**src/design/jpeg_pkg.sv**
```systemverilog
package jpeg_pkg;

    // --------------------------------------------------
    // Widths and block geometry
    // --------------------------------------------------

    // A reciprocal is an unsigned fraction of 2^16
    localparam int RECIP_W     = 16;
    localparam int RECIP_SHIFT = 16;

    localparam int BLOCK_ROWS  = 8;
    localparam int BLOCK_COEFS = 64;

    // Two coefficients per pair, 32 pairs per block
    localparam int PAIR_IDX_W  = 5;

    // --------------------------------------------------
    // Zigzag scan order
    // --------------------------------------------------

    // Scan position of each natural position, row 0 first, column 0 leftmost
    localparam logic [0:63][5:0] ZZ_MAP = {
        6'd0,  6'd1,  6'd5,  6'd6,  6'd14, 6'd15, 6'd27, 6'd28,
        6'd2,  6'd4,  6'd7,  6'd13, 6'd16, 6'd26, 6'd29, 6'd42,
        6'd3,  6'd8,  6'd12, 6'd17, 6'd25, 6'd30, 6'd41, 6'd43,
        6'd9,  6'd11, 6'd18, 6'd24, 6'd31, 6'd40, 6'd44, 6'd53,
        6'd10, 6'd19, 6'd23, 6'd32, 6'd39, 6'd45, 6'd52, 6'd54,
        6'd20, 6'd22, 6'd33, 6'd38, 6'd46, 6'd51, 6'd55, 6'd60,
        6'd21, 6'd34, 6'd37, 6'd47, 6'd50, 6'd56, 6'd59, 6'd61,
        6'd35, 6'd36, 6'd48, 6'd49, 6'd57, 6'd58, 6'd62, 6'd63
    };

    // Position is row * 8 + column
    function automatic logic [5:0] zigzag_index(input logic [5:0] pos);
        return ZZ_MAP[pos];
    endfunction

endpackage
```
**src/design/coef_quantizer.sv**
```systemverilog
`timescale 1ns/100ps

module coef_quantizer #(
    parameter int CW = 12
) (
    input  logic                                clk,
    input  logic                                resetn,

    input  logic [7:0][CW-1:0]                  coef_i,
    input  logic [2:0]                          coef_row_i,
    input  logic                                coef_valid_i,
    output logic                                coef_hold_o,

    output logic [2:0]                          tbl_row_o,
    input  logic [7:0][jpeg_pkg::RECIP_W-1:0]   recip_row_i,

    output logic [7:0][CW-1:0]                  q_o,
    output logic [2:0]                          q_row_o,
    output logic                                q_valid_o,
    input  logic                                q_hold_i
);

    // Coefficient times reciprocal, reciprocal taken as a positive signed value
    localparam int PW = CW + jpeg_pkg::RECIP_W + 1;

    localparam logic signed [PW-1:0] ROUND_HALF = PW'(1) << (jpeg_pkg::RECIP_SHIFT - 1);

    logic signed [PW-1:0]   prod   [8];
    logic signed [PW-1:0]   scaled [8];
    logic [7:0][CW-1:0]     q_next;
    logic                   accept;
    logic [2:0]             exp_row;

    // --------------------------------------------------
    // Scaling
    // --------------------------------------------------

    assign tbl_row_o = coef_row_i;

    // Round half up, then drop the fraction bits
    always_comb begin
        for (int c = 0; c < jpeg_pkg::BLOCK_ROWS; c++) begin
            prod[c]   = $signed(coef_i[c]) * $signed({1'b0, recip_row_i[c]});
            scaled[c] = (prod[c] + ROUND_HALF) >>> jpeg_pkg::RECIP_SHIFT;
            q_next[c] = scaled[c][CW-1:0];
        end
    end

    // --------------------------------------------------
    // Output register
    // --------------------------------------------------

    // The register only blocks the input when its row cannot leave
    assign coef_hold_o = q_valid_o & q_hold_i;
    assign accept      = coef_valid_i & ~coef_hold_o;

    always_ff @(posedge clk) begin
        if (!resetn) begin
            q_valid_o <= 1'b0;
        end else if (!coef_hold_o) begin
            q_valid_o <= coef_valid_i;
        end
    end

    always_ff @(posedge clk) begin
        if (accept) begin
            q_o     <= q_next;
            q_row_o <= coef_row_i;
        end
    end

    // Row expected next, a block always starts at row 0
    always_ff @(posedge clk) begin
        if (!resetn) begin
            exp_row <= 3'd0;
        end else if (accept) begin
            exp_row <= coef_row_i + 3'd1;
        end
    end

    row_in_order: assert property (
        @(posedge clk) disable iff (!resetn)
        accept |-> coef_row_i == exp_row
    ) else $error("coefficient row %0d accepted, expected %0d", coef_row_i, exp_row);

endmodule

```
**config.mk**
```make
export PLATFORM = sky130hd
export DESIGN_NAME = coef_quantizer
export DESIGN_NICKNAME = d
export VERILOG_FILES = /design/src/design/jpeg_pkg.sv /design/src/design/coef_quantizer.sv
export SDC_FILE = /design/constraint.sdc
export NUM_CORES = 2
export LEC_CHECK = 0
export BUFFER_PORTS_ARGS = -buffer_cell sky130_fd_sc_hd__clkbuf_2
export CELL_PAD_IN_SITES_DETAIL_PLACEMENT = 1
export CELL_PAD_IN_SITES_GLOBAL_PLACEMENT = 1
export CORE_MARGIN = 4
export CORE_UTILIZATION = 50
export CTS_CLUSTER_DIAMETER = 30
export DETAILED_ROUTE_END_ITERATION = 10
export HOLD_SLACK_MARGIN = 0.08
export PLACE_DENSITY_LB_ADDON = 0.1
export SLEW_MARGIN = 10
export SYNTH_ARGS = -nofsm -noshare
export SYNTH_HDL_FRONTEND = slang
export SYNTH_SLANG_ARGS = --single-unit
```
**constraint.sdc**
```tcl
create_clock -name clk -period 8.85 [get_ports clk]
set_input_delay 1.77 -clock clk [delete_from_list [all_inputs] [get_ports clk]]
set_output_delay 1.77 -clock clk [all_outputs]
set_load 0.01 [all_outputs]
```
==> results.json <==
{
  "status": "completed",
  "clkSinkCount": 100,
  "final_period_minus_worst_setup_slack_ps": 7370,
  "tightest_slew_ps": 930,
  "floorplan.die_area_sq_mm": 0.105,
  "holdCritPathClass": "reg -> reg",
  "critical_path.max_fanout": 16,
  "totalPowerFinal_mw": 15.2,
  "via_count": 36328,
  "wire_length_after_detailed_routing_mm": 132,
  "synth.ff_latch_count": 100,
  "worstReg2RegStart": "q_valid_o",
  "finalNonFillerCells": 6986,
  "hpwl_mm": 112,
  "clock_tree_from_tritoncts": "done",
  "holdCritStartpoint": "q_valid_o",
  "final_common_cell": "inv_1",
  "residual_drc_count": 0,
  "seq_area_frac_synth": 0.0601,
  "timing.final.crit_share": 0.833,
  "whs_path_depth": 2,
  "yosys-top-cells-area": "fa_1 (45%), ha_1 (15%), inv_1 (11%), nand2_1 (7.0%), and2_1 (6.2%)",
  "design.portCount": 335,
  "slew_margin_rel": 0.380,
  "post_drt_via_cell_ratio": 5.20,
  "worst_skew_pair.late_latency_ps": 430,
  "root_buffer": "clkbuf_16",
  "leakage_nw": 27.9,
  "synthDistinctLibCells": 65,
  "nets": 7640,
  "syn-mean-instance-area_sq_um": 8.96,
  "ys_flop_type": "edfxtp_1",
  "criticalPathCategory": "in -> reg",
  "maximum_number_of_pins_on_one_net_before_global_route_repair": 58,
  "grt_use_total": 0.262,
  "crit_end_category": "flop",
  "wire_per_inst_um": 18.9,
  "drv.max_cap_violation_count": 0,
  "io_buffer_count": 334,
  "number_of_enable_flip_flop_cells_after_synthesis": 99,
  "dr.first_iter.drc_count": 1424,
  "synthesis.yosys.warnings": 0,
  "cts_repair_resize_count": 0,
  "unrepaired_setup_endpoints_after_global_routing": "no",
  "layout.filler_cells": 11630,
  "cp_data_required_time_ps": 9030,
  "r2r_slack_ps": 7080,
  "numPlacedInstances": 6957,
  "finalMaxSlewViolations": 0,
  "synth_largest_type_area_fraction": 0.447,
  "cts-buffers-inserted": 9,
  "gpl.final_weighted_congestion": 0.819,
  "global_route.overflow_total": 0,
  "post-cts-setup-buffer-count": 0,
  "p_per_area_mw_per_mm2": 289,
  "worst_case_reg_to_reg_path_depth": 3,
  "drtPass1Iterations": 5,
  "die_w_um": 324,
  "synthesis.area_sq_mm": 0.0498,
  "irDropWorstVdd_mv": 0.229,
  "syn_nets": 7517,
  "cp.arrival_ps": 7550,
  "cts_buffer_depth": 2,
  "fmax_mhz": 136,
  "floorplan_core_area_sq_mm": 0.0986,
  "row_count": 115,
  "setup.worst_path.start_class": "input port",
  "setup_viol_count_final": 0,
  "fin_hold_ws_ps": 702,
  "grt_first_pass_wirelength_mm": 217,
  "netlist.top_cell.by_area": "fa_1",
  "clkTransAtPathRegs_ps": 100,
  "commonest_cells_after_routing_fill_and_taps_aside": "inv_1 (1410), fa_1 (1112), nand2_1 (934)",
  "cts_max_level": 3,
  "first_global_vias": 42029,
  "report.final.hold_viol_count": 0,
  "starting_utilization_of_the_core_area": 0.505,
  "final.setup.tns_ps": 0,
  "grt_antenna_before_repair": 20,
  "cts.hold.buffers_added": 0,
  "finalClockSkew_ps": 15.4,
  "layout-drive-gt1-share": 0.0654,
  "die-height_um": 324,
  "area_growth_syn_to_layout_pct": 5.62,
  "cells_after_synth": 5558,
  "min_delay_worst_endpoint": "q_valid_o",
  "r2r_end": "q_o[88]",
  "detail-route-antenna-nets": 0,
  "synthArstFlopShare": 0,
  "postLayoutCoreUtil": 0.534
}
==> worst max-delay path by stage <==
stage | startpoint | endpoint | slack, ps
2_1_floorplan | coef_i[63] | q_o[71] | 1850
3_3_place_gp | coef_i[18] | q_o[23] | 1200
3_5_place_dp | coef_i[83] | q_o[83] | 1110
4_1_cts | coef_i[18] | q_o[23] | 1550
5_1_grt | coef_i[16] | q_o[23] | 1230
6_report | coef_i[18] | q_o[23] | 1480
==> report_power, final <==
part / internal [mW] / switching, mW / total [mW]
sequential: 1.25 / 0.138 / 1.39
combinational: 5.57 / 7.76 / 13.3
clock: 0.202 / 0.272 / 0.474
==> layer usage <==
metal | routed length (um) | track usage
met5 | 79 | 0
met4 | 3220 | 0.0669
met3 | 5470 | 0.0361
met2 | 67800 | 0.476
met1 | 55100 | 0.330
==> registers in the layout, indices dropped and copies added, names as in the netlist <==
register / flops
q_o: 96
q_row_o: 3
q_valid_o: 1
==> synthesized netlist by cell type, types with 23 or more instances <==
cell / number
fa_1: 1112
inv_1: 1410
xnor2_1: 83
clkbuf_1: 223
a21o_1: 24
ha_1: 616
xor2_1: 23
nor2_1: 138
o21ai_0: 39
a21oi_1: 84
edfxtp_1: 99
and2_1: 490
nand2_1: 934
nand2b_1: 53
==> critical path, cell delays in order <==
cell and delay [ps]:
clkbuf_2 290, and2_1 270, fa_1 530, inv_1 50, fa_1 520, inv_1 40, fa_1 380, fa_1 510
inv_1 50, fa_1 470, inv_1 40, ha_1 310, a211oi_1 270, o21ai_1 140, a311oi_1 610, nor2_1 230
a41oi_1 420, o2111ai_1 240, a21oi_1 280, xnor2_1 100
==> through the flow <==
stage               worst slack [ps]  area (sq um)
floorplan                       1850         49800
global placement                1200         52300
detailed placement              1110         52300
CTS                             1550         52600
global route                    1230         52600
finish                          1480         52600
==> cell families (layout without fill, tap and decap cells) <==
kind of cell	after synthesis	after routing	synth area share
compound gates	249	249	0.0323
fa+ha+maj	1728	1728	0.602
other cells	0	13	0
buf+inv	1642	1770	0.124
simple gates	1733	1733	0.163
flops	100	100	0.0601
xor+xnor	106	106	0.0186
==> cell type report <==
cell class                 count  area [sq um]  area share
clock buffer                   9           225     0.00428
clock inverter                 7          78.8     0.00150
timing repair buffer         339          1710      0.0325
sequential                   100          2990      0.0569
multi-input combinational   3816         40700       0.773
inverter                    1415          5310       0.101
antenna                       13          32.5    0.000618
tap                         1287          1610      0.0306
Note: power is estimated with default switching activity, not from simulation.
