### config.mk
export PLATFORM = sky130hd
export DESIGN_NAME = zigzag_buffer
export DESIGN_NICKNAME = d
export VERILOG_FILES = /design/src/design/jpeg_pkg.sv /design/src/design/zigzag_buffer.sv
export SDC_FILE = /design/constraint.sdc
export NUM_CORES = 2
export LEC_CHECK = 0
export CAP_MARGIN = 40
export CORE_ASPECT_RATIO = 0.7
export CORE_UTILIZATION = 68
export DETAILED_ROUTE_END_ITERATION = 16
export DONT_BUFFER_PORTS = 1
export GPL_TIMING_DRIVEN = 1
export PLACE_DENSITY = 0.84
export SLEW_MARGIN = 40
export SYNTH_ARGS = -nofsm -noshare
export SYNTH_HDL_FRONTEND = slang
export SYNTH_SLANG_ARGS = --single-unit
### constraint.sdc
create_clock -name clk -period 8.2 [get_ports clk]
set_input_delay 0 -clock clk [delete_from_list [all_inputs] [get_ports clk]]
set_output_delay 0 -clock clk [all_outputs]
set_load 0.005 [all_outputs]
### src/design/jpeg_pkg.sv
package jpeg_pkg;

    // --------------------------------------------------
    // Widths and block geometry
    // --------------------------------------------------

    // A reciprocal is an unsigned fraction of 2^16
    localparam int RECIP_W     = 16;
    localparam int RECIP_SHIFT = 16;

    localparam int BLOCK_ROWS  = 8;
    localparam int BLOCK_COEFS = 64;

    // Two coefficients per pair, 32 pairs per block
    localparam int PAIR_IDX_W  = 5;

    // --------------------------------------------------
    // Zigzag scan order
    // --------------------------------------------------

    // Scan position of each natural position, row 0 first, column 0 leftmost
    localparam logic [0:63][5:0] ZZ_MAP = {
        6'd0,  6'd1,  6'd5,  6'd6,  6'd14, 6'd15, 6'd27, 6'd28,
        6'd2,  6'd4,  6'd7,  6'd13, 6'd16, 6'd26, 6'd29, 6'd42,
        6'd3,  6'd8,  6'd12, 6'd17, 6'd25, 6'd30, 6'd41, 6'd43,
        6'd9,  6'd11, 6'd18, 6'd24, 6'd31, 6'd40, 6'd44, 6'd53,
        6'd10, 6'd19, 6'd23, 6'd32, 6'd39, 6'd45, 6'd52, 6'd54,
        6'd20, 6'd22, 6'd33, 6'd38, 6'd46, 6'd51, 6'd55, 6'd60,
        6'd21, 6'd34, 6'd37, 6'd47, 6'd50, 6'd56, 6'd59, 6'd61,
        6'd35, 6'd36, 6'd48, 6'd49, 6'd57, 6'd58, 6'd62, 6'd63
    };

    // Position is row * 8 + column
    function automatic logic [5:0] zigzag_index(input logic [5:0] pos);
        return ZZ_MAP[pos];
    endfunction

endpackage
### src/design/zigzag_buffer.sv
`timescale 1ns/100ps

module zigzag_buffer #(
    parameter int CW = 12
) (
    input  logic                                clk,
    input  logic                                resetn,

    input  logic [7:0][CW-1:0]                  d_i,
    input  logic [2:0]                          d_row_i,
    input  logic                                d_valid_i,
    output logic                                d_hold_o,

    output logic [1:0][CW-1:0]                  q_o,
    output logic [jpeg_pkg::PAIR_IDX_W-1:0]     q_idx_o,
    output logic                                q_valid_o,
    input  logic                                q_hold_i
);

    // Each bank holds one coefficient of every pair for both blocks
    localparam int BANK_AW    = jpeg_pkg::PAIR_IDX_W + 1;
    localparam int BANK_DEPTH = jpeg_pkg::BLOCK_COEFS;

    logic [1:0]                         wptr;
    logic [1:0]                         rptr;
    logic                               full;
    logic                               empty;

    logic [2:0]                         wr_col;
    logic                               wr_en;
    logic [5:0]                         wr_zz;
    logic [BANK_AW-1:0]                 wr_addr;
    logic [CW-1:0]                      wr_data;

    logic [jpeg_pkg::PAIR_IDX_W-1:0]    rd_idx;
    logic [BANK_AW-1:0]                 rd_addr;
    logic                               rd_en;

    logic [CW-1:0]                      bank_even [BANK_DEPTH];
    logic [CW-1:0]                      bank_odd  [BANK_DEPTH];

    // --------------------------------------------------
    // Block pointers
    // --------------------------------------------------

    // Pointers carry one wrap bit above the block select
    assign full  = (wptr[1] != rptr[1]) && (wptr[0] == rptr[0]);
    assign empty = (wptr == rptr);

    // --------------------------------------------------
    // Write side
    // --------------------------------------------------

    // The row is released only on its last column
    assign d_hold_o = full | (wr_col != 3'd7);
    assign wr_en    = d_valid_i & ~full;

    assign wr_zz    = jpeg_pkg::zigzag_index({d_row_i, wr_col});
    assign wr_addr  = {wptr[0], wr_zz[5:1]};
    assign wr_data  = d_i[wr_col];

    always_ff @(posedge clk) begin
        if (!resetn) begin
            wr_col <= 3'd0;
            wptr   <= 2'd0;
        end else if (wr_en) begin
            wr_col <= wr_col + 3'd1;
            if (wr_col == 3'd7 && d_row_i == 3'd7) begin
                wptr <= wptr + 2'd1;
            end
        end
    end

    // Even zigzag positions land in one bank, odd ones in the other
    always_ff @(posedge clk) begin
        if (wr_en) begin
            if (wr_zz[0]) begin
                bank_odd[wr_addr] <= wr_data;
            end else begin
                bank_even[wr_addr] <= wr_data;
            end
        end
    end

    // --------------------------------------------------
    // Read side
    // --------------------------------------------------

    assign rd_en   = ~q_hold_i & ~empty;
    assign rd_addr = {rptr[0], rd_idx};

    always_ff @(posedge clk) begin
        if (!resetn) begin
            rptr      <= 2'd0;
            rd_idx    <= '0;
            q_valid_o <= 1'b0;
        end else if (!q_hold_i) begin
            q_valid_o <= ~empty;
            if (!empty) begin
                rd_idx <= rd_idx + 1'b1;
                // Last pair frees the block for the writer
                if (&rd_idx) begin
                    rptr <= rptr + 2'd1;
                end
            end
        end
    end

    always_ff @(posedge clk) begin
        if (rd_en) begin
            q_o[0]  <= bank_even[rd_addr];
            q_o[1]  <= bank_odd[rd_addr];
            q_idx_o <= rd_idx;
        end
    end

    // At most two blocks wait, and a write only goes in while fewer than two do
    no_write_while_full: assert property (
        @(posedge clk) disable iff (!resetn)
        wr_en |-> (2'(wptr - rptr) < 2'd2)
    ) else $error("bank write while both blocks are full");

endmodule

==> impl_metrics.csv <==
group,metric,value,unit
global_routing,track_usage,36.8,%
die,fp.dieW,364,um
setup_path,critPathRequiredTime,8.66,ns
logic_synthesis,synth_warnings,0,
min_path,hp-class,"in -> reg",
placed_design,io_buffer_count,0,
die,initial_core_util,69.0,%
timing,fin_ws,3.50,ns
timing,tns,0,ns
clock_tree,path_clk_slew,0.08,ns
route,routed_wl,169000,um
placed_design,hpwl,95200,um
logic_synthesis,synth_top_area_cell,"edfxtp_1",
power_and_ir_drop,pwr-share-clk,38.5,%
route,wl_per_cell,37.3,um
setup_path,end_kind,"flip-flop",
timing,setup_viol,0,
timing,fmax,213,MHz
power_and_ir_drop,power.switching,0.00365,W
logic_synthesis,synth_top_area_share,75.2,%
placed_design,placed_cells,4287,
route,num_vias,34300,
timing,hold_ws,0.0418,ns
power_and_ir_drop,p_leak,20.8,nW
logic_synthesis,synth.distinct_cells,70,
run,cap_violations,0,
timing,maxSlewHeadroom,39.6,%
route,drt-met1-wl,57300,um
die,io-pin-count,134,
global_routing,grt_max_degree,104,
cells_and_area,drive_above_1_share,20.9,%
clock_tree,post_cts.repair.setup_buffers,0,
logic_synthesis,async_flop_share,0,%
setup_path,crit_path_max_fanout,36,
logic_synthesis,synth_edf_count,1565,
setup_path,crit_chain,"buf_4 > inv_1 > ha_1 > nor2_1 > o32ai_1 > a21oi_1 > nor3b_1 > nor2_4 > buf_16 > buf_16 > nor3_1 > buf_4",
timing,slew_violations,0,
cells_and_area,area_delta_synth_final,10.5,%
setup_path,cp_num_buf_inv,5,
placed_design,place_ws,3.60,ns
clock_tree,root_buffer,"clkbuf_16",
logic_synthesis,synth_nets,3299,
global_routing,grt_pass1_vias,33800,
global_routing,grt_pass1_wl,240000,um
timing,finalCritPeriodShare,57.3,%
die,die_h,256,um
logic_synthesis,synth-seq-area-share,75.6,%
route,drt_pass1_iterations,6,
logic_synthesis,synth_cells,3182,
route,dr.max_layer_used,"met5",
setup_path,cp-start-kind,"flip-flop",
logic_synthesis,synth_most_common_cell,"edfxtp_1",
setup_path,cpPeakStageDelay,0.71,ns
outcome,status,"completed",
global_routing,overflow,0,
power_and_ir_drop,swShare,22.5,%
setup_path,cpMaxStageDelayCell,"nor3b_1",
logic_synthesis,synth_area,62500,um2
logic_synthesis,avgSynthCellArea,19.7,um2
power_and_ir_drop,p_int,0.0126,W
timing,max_slew.worst_pin.slew,0.905,ns
cells_and_area,postLayoutCoreUtil,76.3,%
power_and_ir_drop,pwr-share-seq,56.5,%
logic_synthesis,synth_top_flop_cell,"edfxtp_1",
route,wl_met2,78000,um
setup_path,worst-setup-path-type,"reg -> reg",
clock_tree,numCtsBuffers,137,
power_and_ir_drop,powerDensity,235,nW/um2
timing,rsz0062_at_grt,"no",
logic_synthesis,synthTopCellsByArea,"edfxtp_1 (75%), mux4_2 (9.5%), mux2i_1 (5.3%)",
setup_path,cp.arrival,5.17,ns
route,initialDrtViolationCount,6071,
clock_tree,clock_latency,0.78,ns
route,wl_met3,25500,um
timing,finClkSkew,0.0307,ns
die,rows,92,
power_and_ir_drop,power.share.combinational,4.9,%
cells_and_area,fin_cells,4536,
route,ant_nets,0,
timing,hold_viol_final,0,
clock_tree,cts.sinks,1578,
placed_design,globalplace.congestion,0.920,
route,post_drt_via_cell_ratio,7.56,
clock_tree,tritoncts,"built",
clock_tree,cts_htree_levels,4,
clock_tree,clock_path_buffers,3,
cells_and_area,final_nets,3329,
die,core,90600,um2
die,die_area,93200,um2
global_routing,antenna_found_initial,13,
route,drc,0,
logic_synthesis,yosys-top-cells-count,"edfxtp_1 (1,565), mux2i_1 (332), mux4_2 (264)",
power_and_ir_drop,irDropWorstVdd,0.297,mV
setup_path,worst_path_dominant_cell_family,"simple AND/OR/NAND/NOR gates",
timing,period_needed,4.70,ns
logic_synthesis,ys_ff_latch,1578,
## placed cells by master, fill, tap and decap left out, types with 8 or more instances in the layout
cell type  count
a211oi_1      69
a21oi_1       39
a221oi_1      49
a22oi_1       26
and2_1        12
buf_12         8
buf_4         74
clkbuf_1      34
clkbuf_16    139
clkinv_1      24
clkinv_2      18
edfxtp_1    1565
ha_1          14
mux2i_1      332
mux4_2       264
nand2_1       56
nand2_2        9
nand2_4        8
nand2b_1      15
nand3_1        8
nor2_1        13
nor2_2        57
nor2b_1       14
nor3_1        36
nor3_4        38
o211a_1       23
o21ai_0       98
o221ai_1      29
o22ai_1       72
xnor2_1        9
## per-stage QoR
step / area [um2] / power, W
6_report: 69100 / 0.0162
5_1_grt: 69100 / 0.0165
4_1_cts: 68900 / 0.0161
3_5_place_dp: 64700 / 0.0101
3_3_place_gp: 64200 / 0.0100
2_1_floorplan: 62500 / 0.00971
## registers in the layout (all words and copies together) (netlist names)
register and flops:
bank_even 768, bank_odd 768, q_idx_o 5, q_o 24, q_valid_o 1, rd_idx 5, rptr 2, wptr 2
wr_col 3
## power by group through the flow
stage / sequential [W] / clock, W / combinational, W
3_5_place_dp: 0.00934 / 0 / 0.000757
5_1_grt: 0.00916 / 0.00649 / 0.000808
6_report: 0.00916 / 0.00625 / 0.000800
3_3_place_gp: 0.00933 / 0 / 0.000675
4_1_cts: 0.00916 / 0.00621 / 0.000762
2_1_floorplan: 0.00938 / 0 / 0.000338
## timing repair
item	CTS	global route
endpoints found under the hold margin	42	0
hold buffers	6	0
endpoints found under the setup margin	0	0
gates resized for setup	0	0
## worst reg2reg max path: stages (launching register included)
cell	delay [ns]
dfxtp_2	0.31
buf_4	0.47
inv_1	0.28
ha_1	0.41
nor2_1	0.23
o32ai_1	0.13
a21oi_1	0.25
nor3b_1	0.71
nor2_4	0.21
buf_16	0.24
buf_16	0.17
nor3_1	0.66
buf_4	0.31
## final timing paths
path	from	end	slack (ns)	cells past startpoint
worst max-delay path	wr_col[0]	bank_even[63][3]	3.50	12
worst max register to register	wr_col[0]	bank_even[63][3]	3.50	12
worst min-delay path	d_row_i[2]	bank_odd[12][10]	0.04	3
worst min register to register	rptr[1]	rptr[1]	0.52	2
## cells by family (layout without fill, tap and decap cells)
logic type	Yosys count	in the layout	synth area share (%)
AOI/OAI and AO/OA	456	456	5.11
xor gates and xnor gates	13	13	0.182
adders and majority gates	14	14	0.280
buffers and inverters	217	348	1.56
DFF	1578	1578	75.6
muxes	597	597	14.8
other	0	1	0
and+or+nand+nor	307	307	2.46
## layout make-up
class | instances | area [um2]
antenna | 1 | 2.50
clock buffer | 174 | 3620
clock inverter | 66 | 553
fill | 4504 | 21500
inverter | 9 | 35.0
multi-input combinational | 1387 | 15100
sequential | 1578 | 47300
tap | 1222 | 1530
timing repair buffer | 99 | 981
## layer usage
metal  up-vias  GRT usage, %
met5         -             0
met4        20          16.2
met3       516          10.2
met2      3305          55.3
met1     17200          51.5
li1      13300             -
Note: power is estimated with default switching activity, not from simulation.
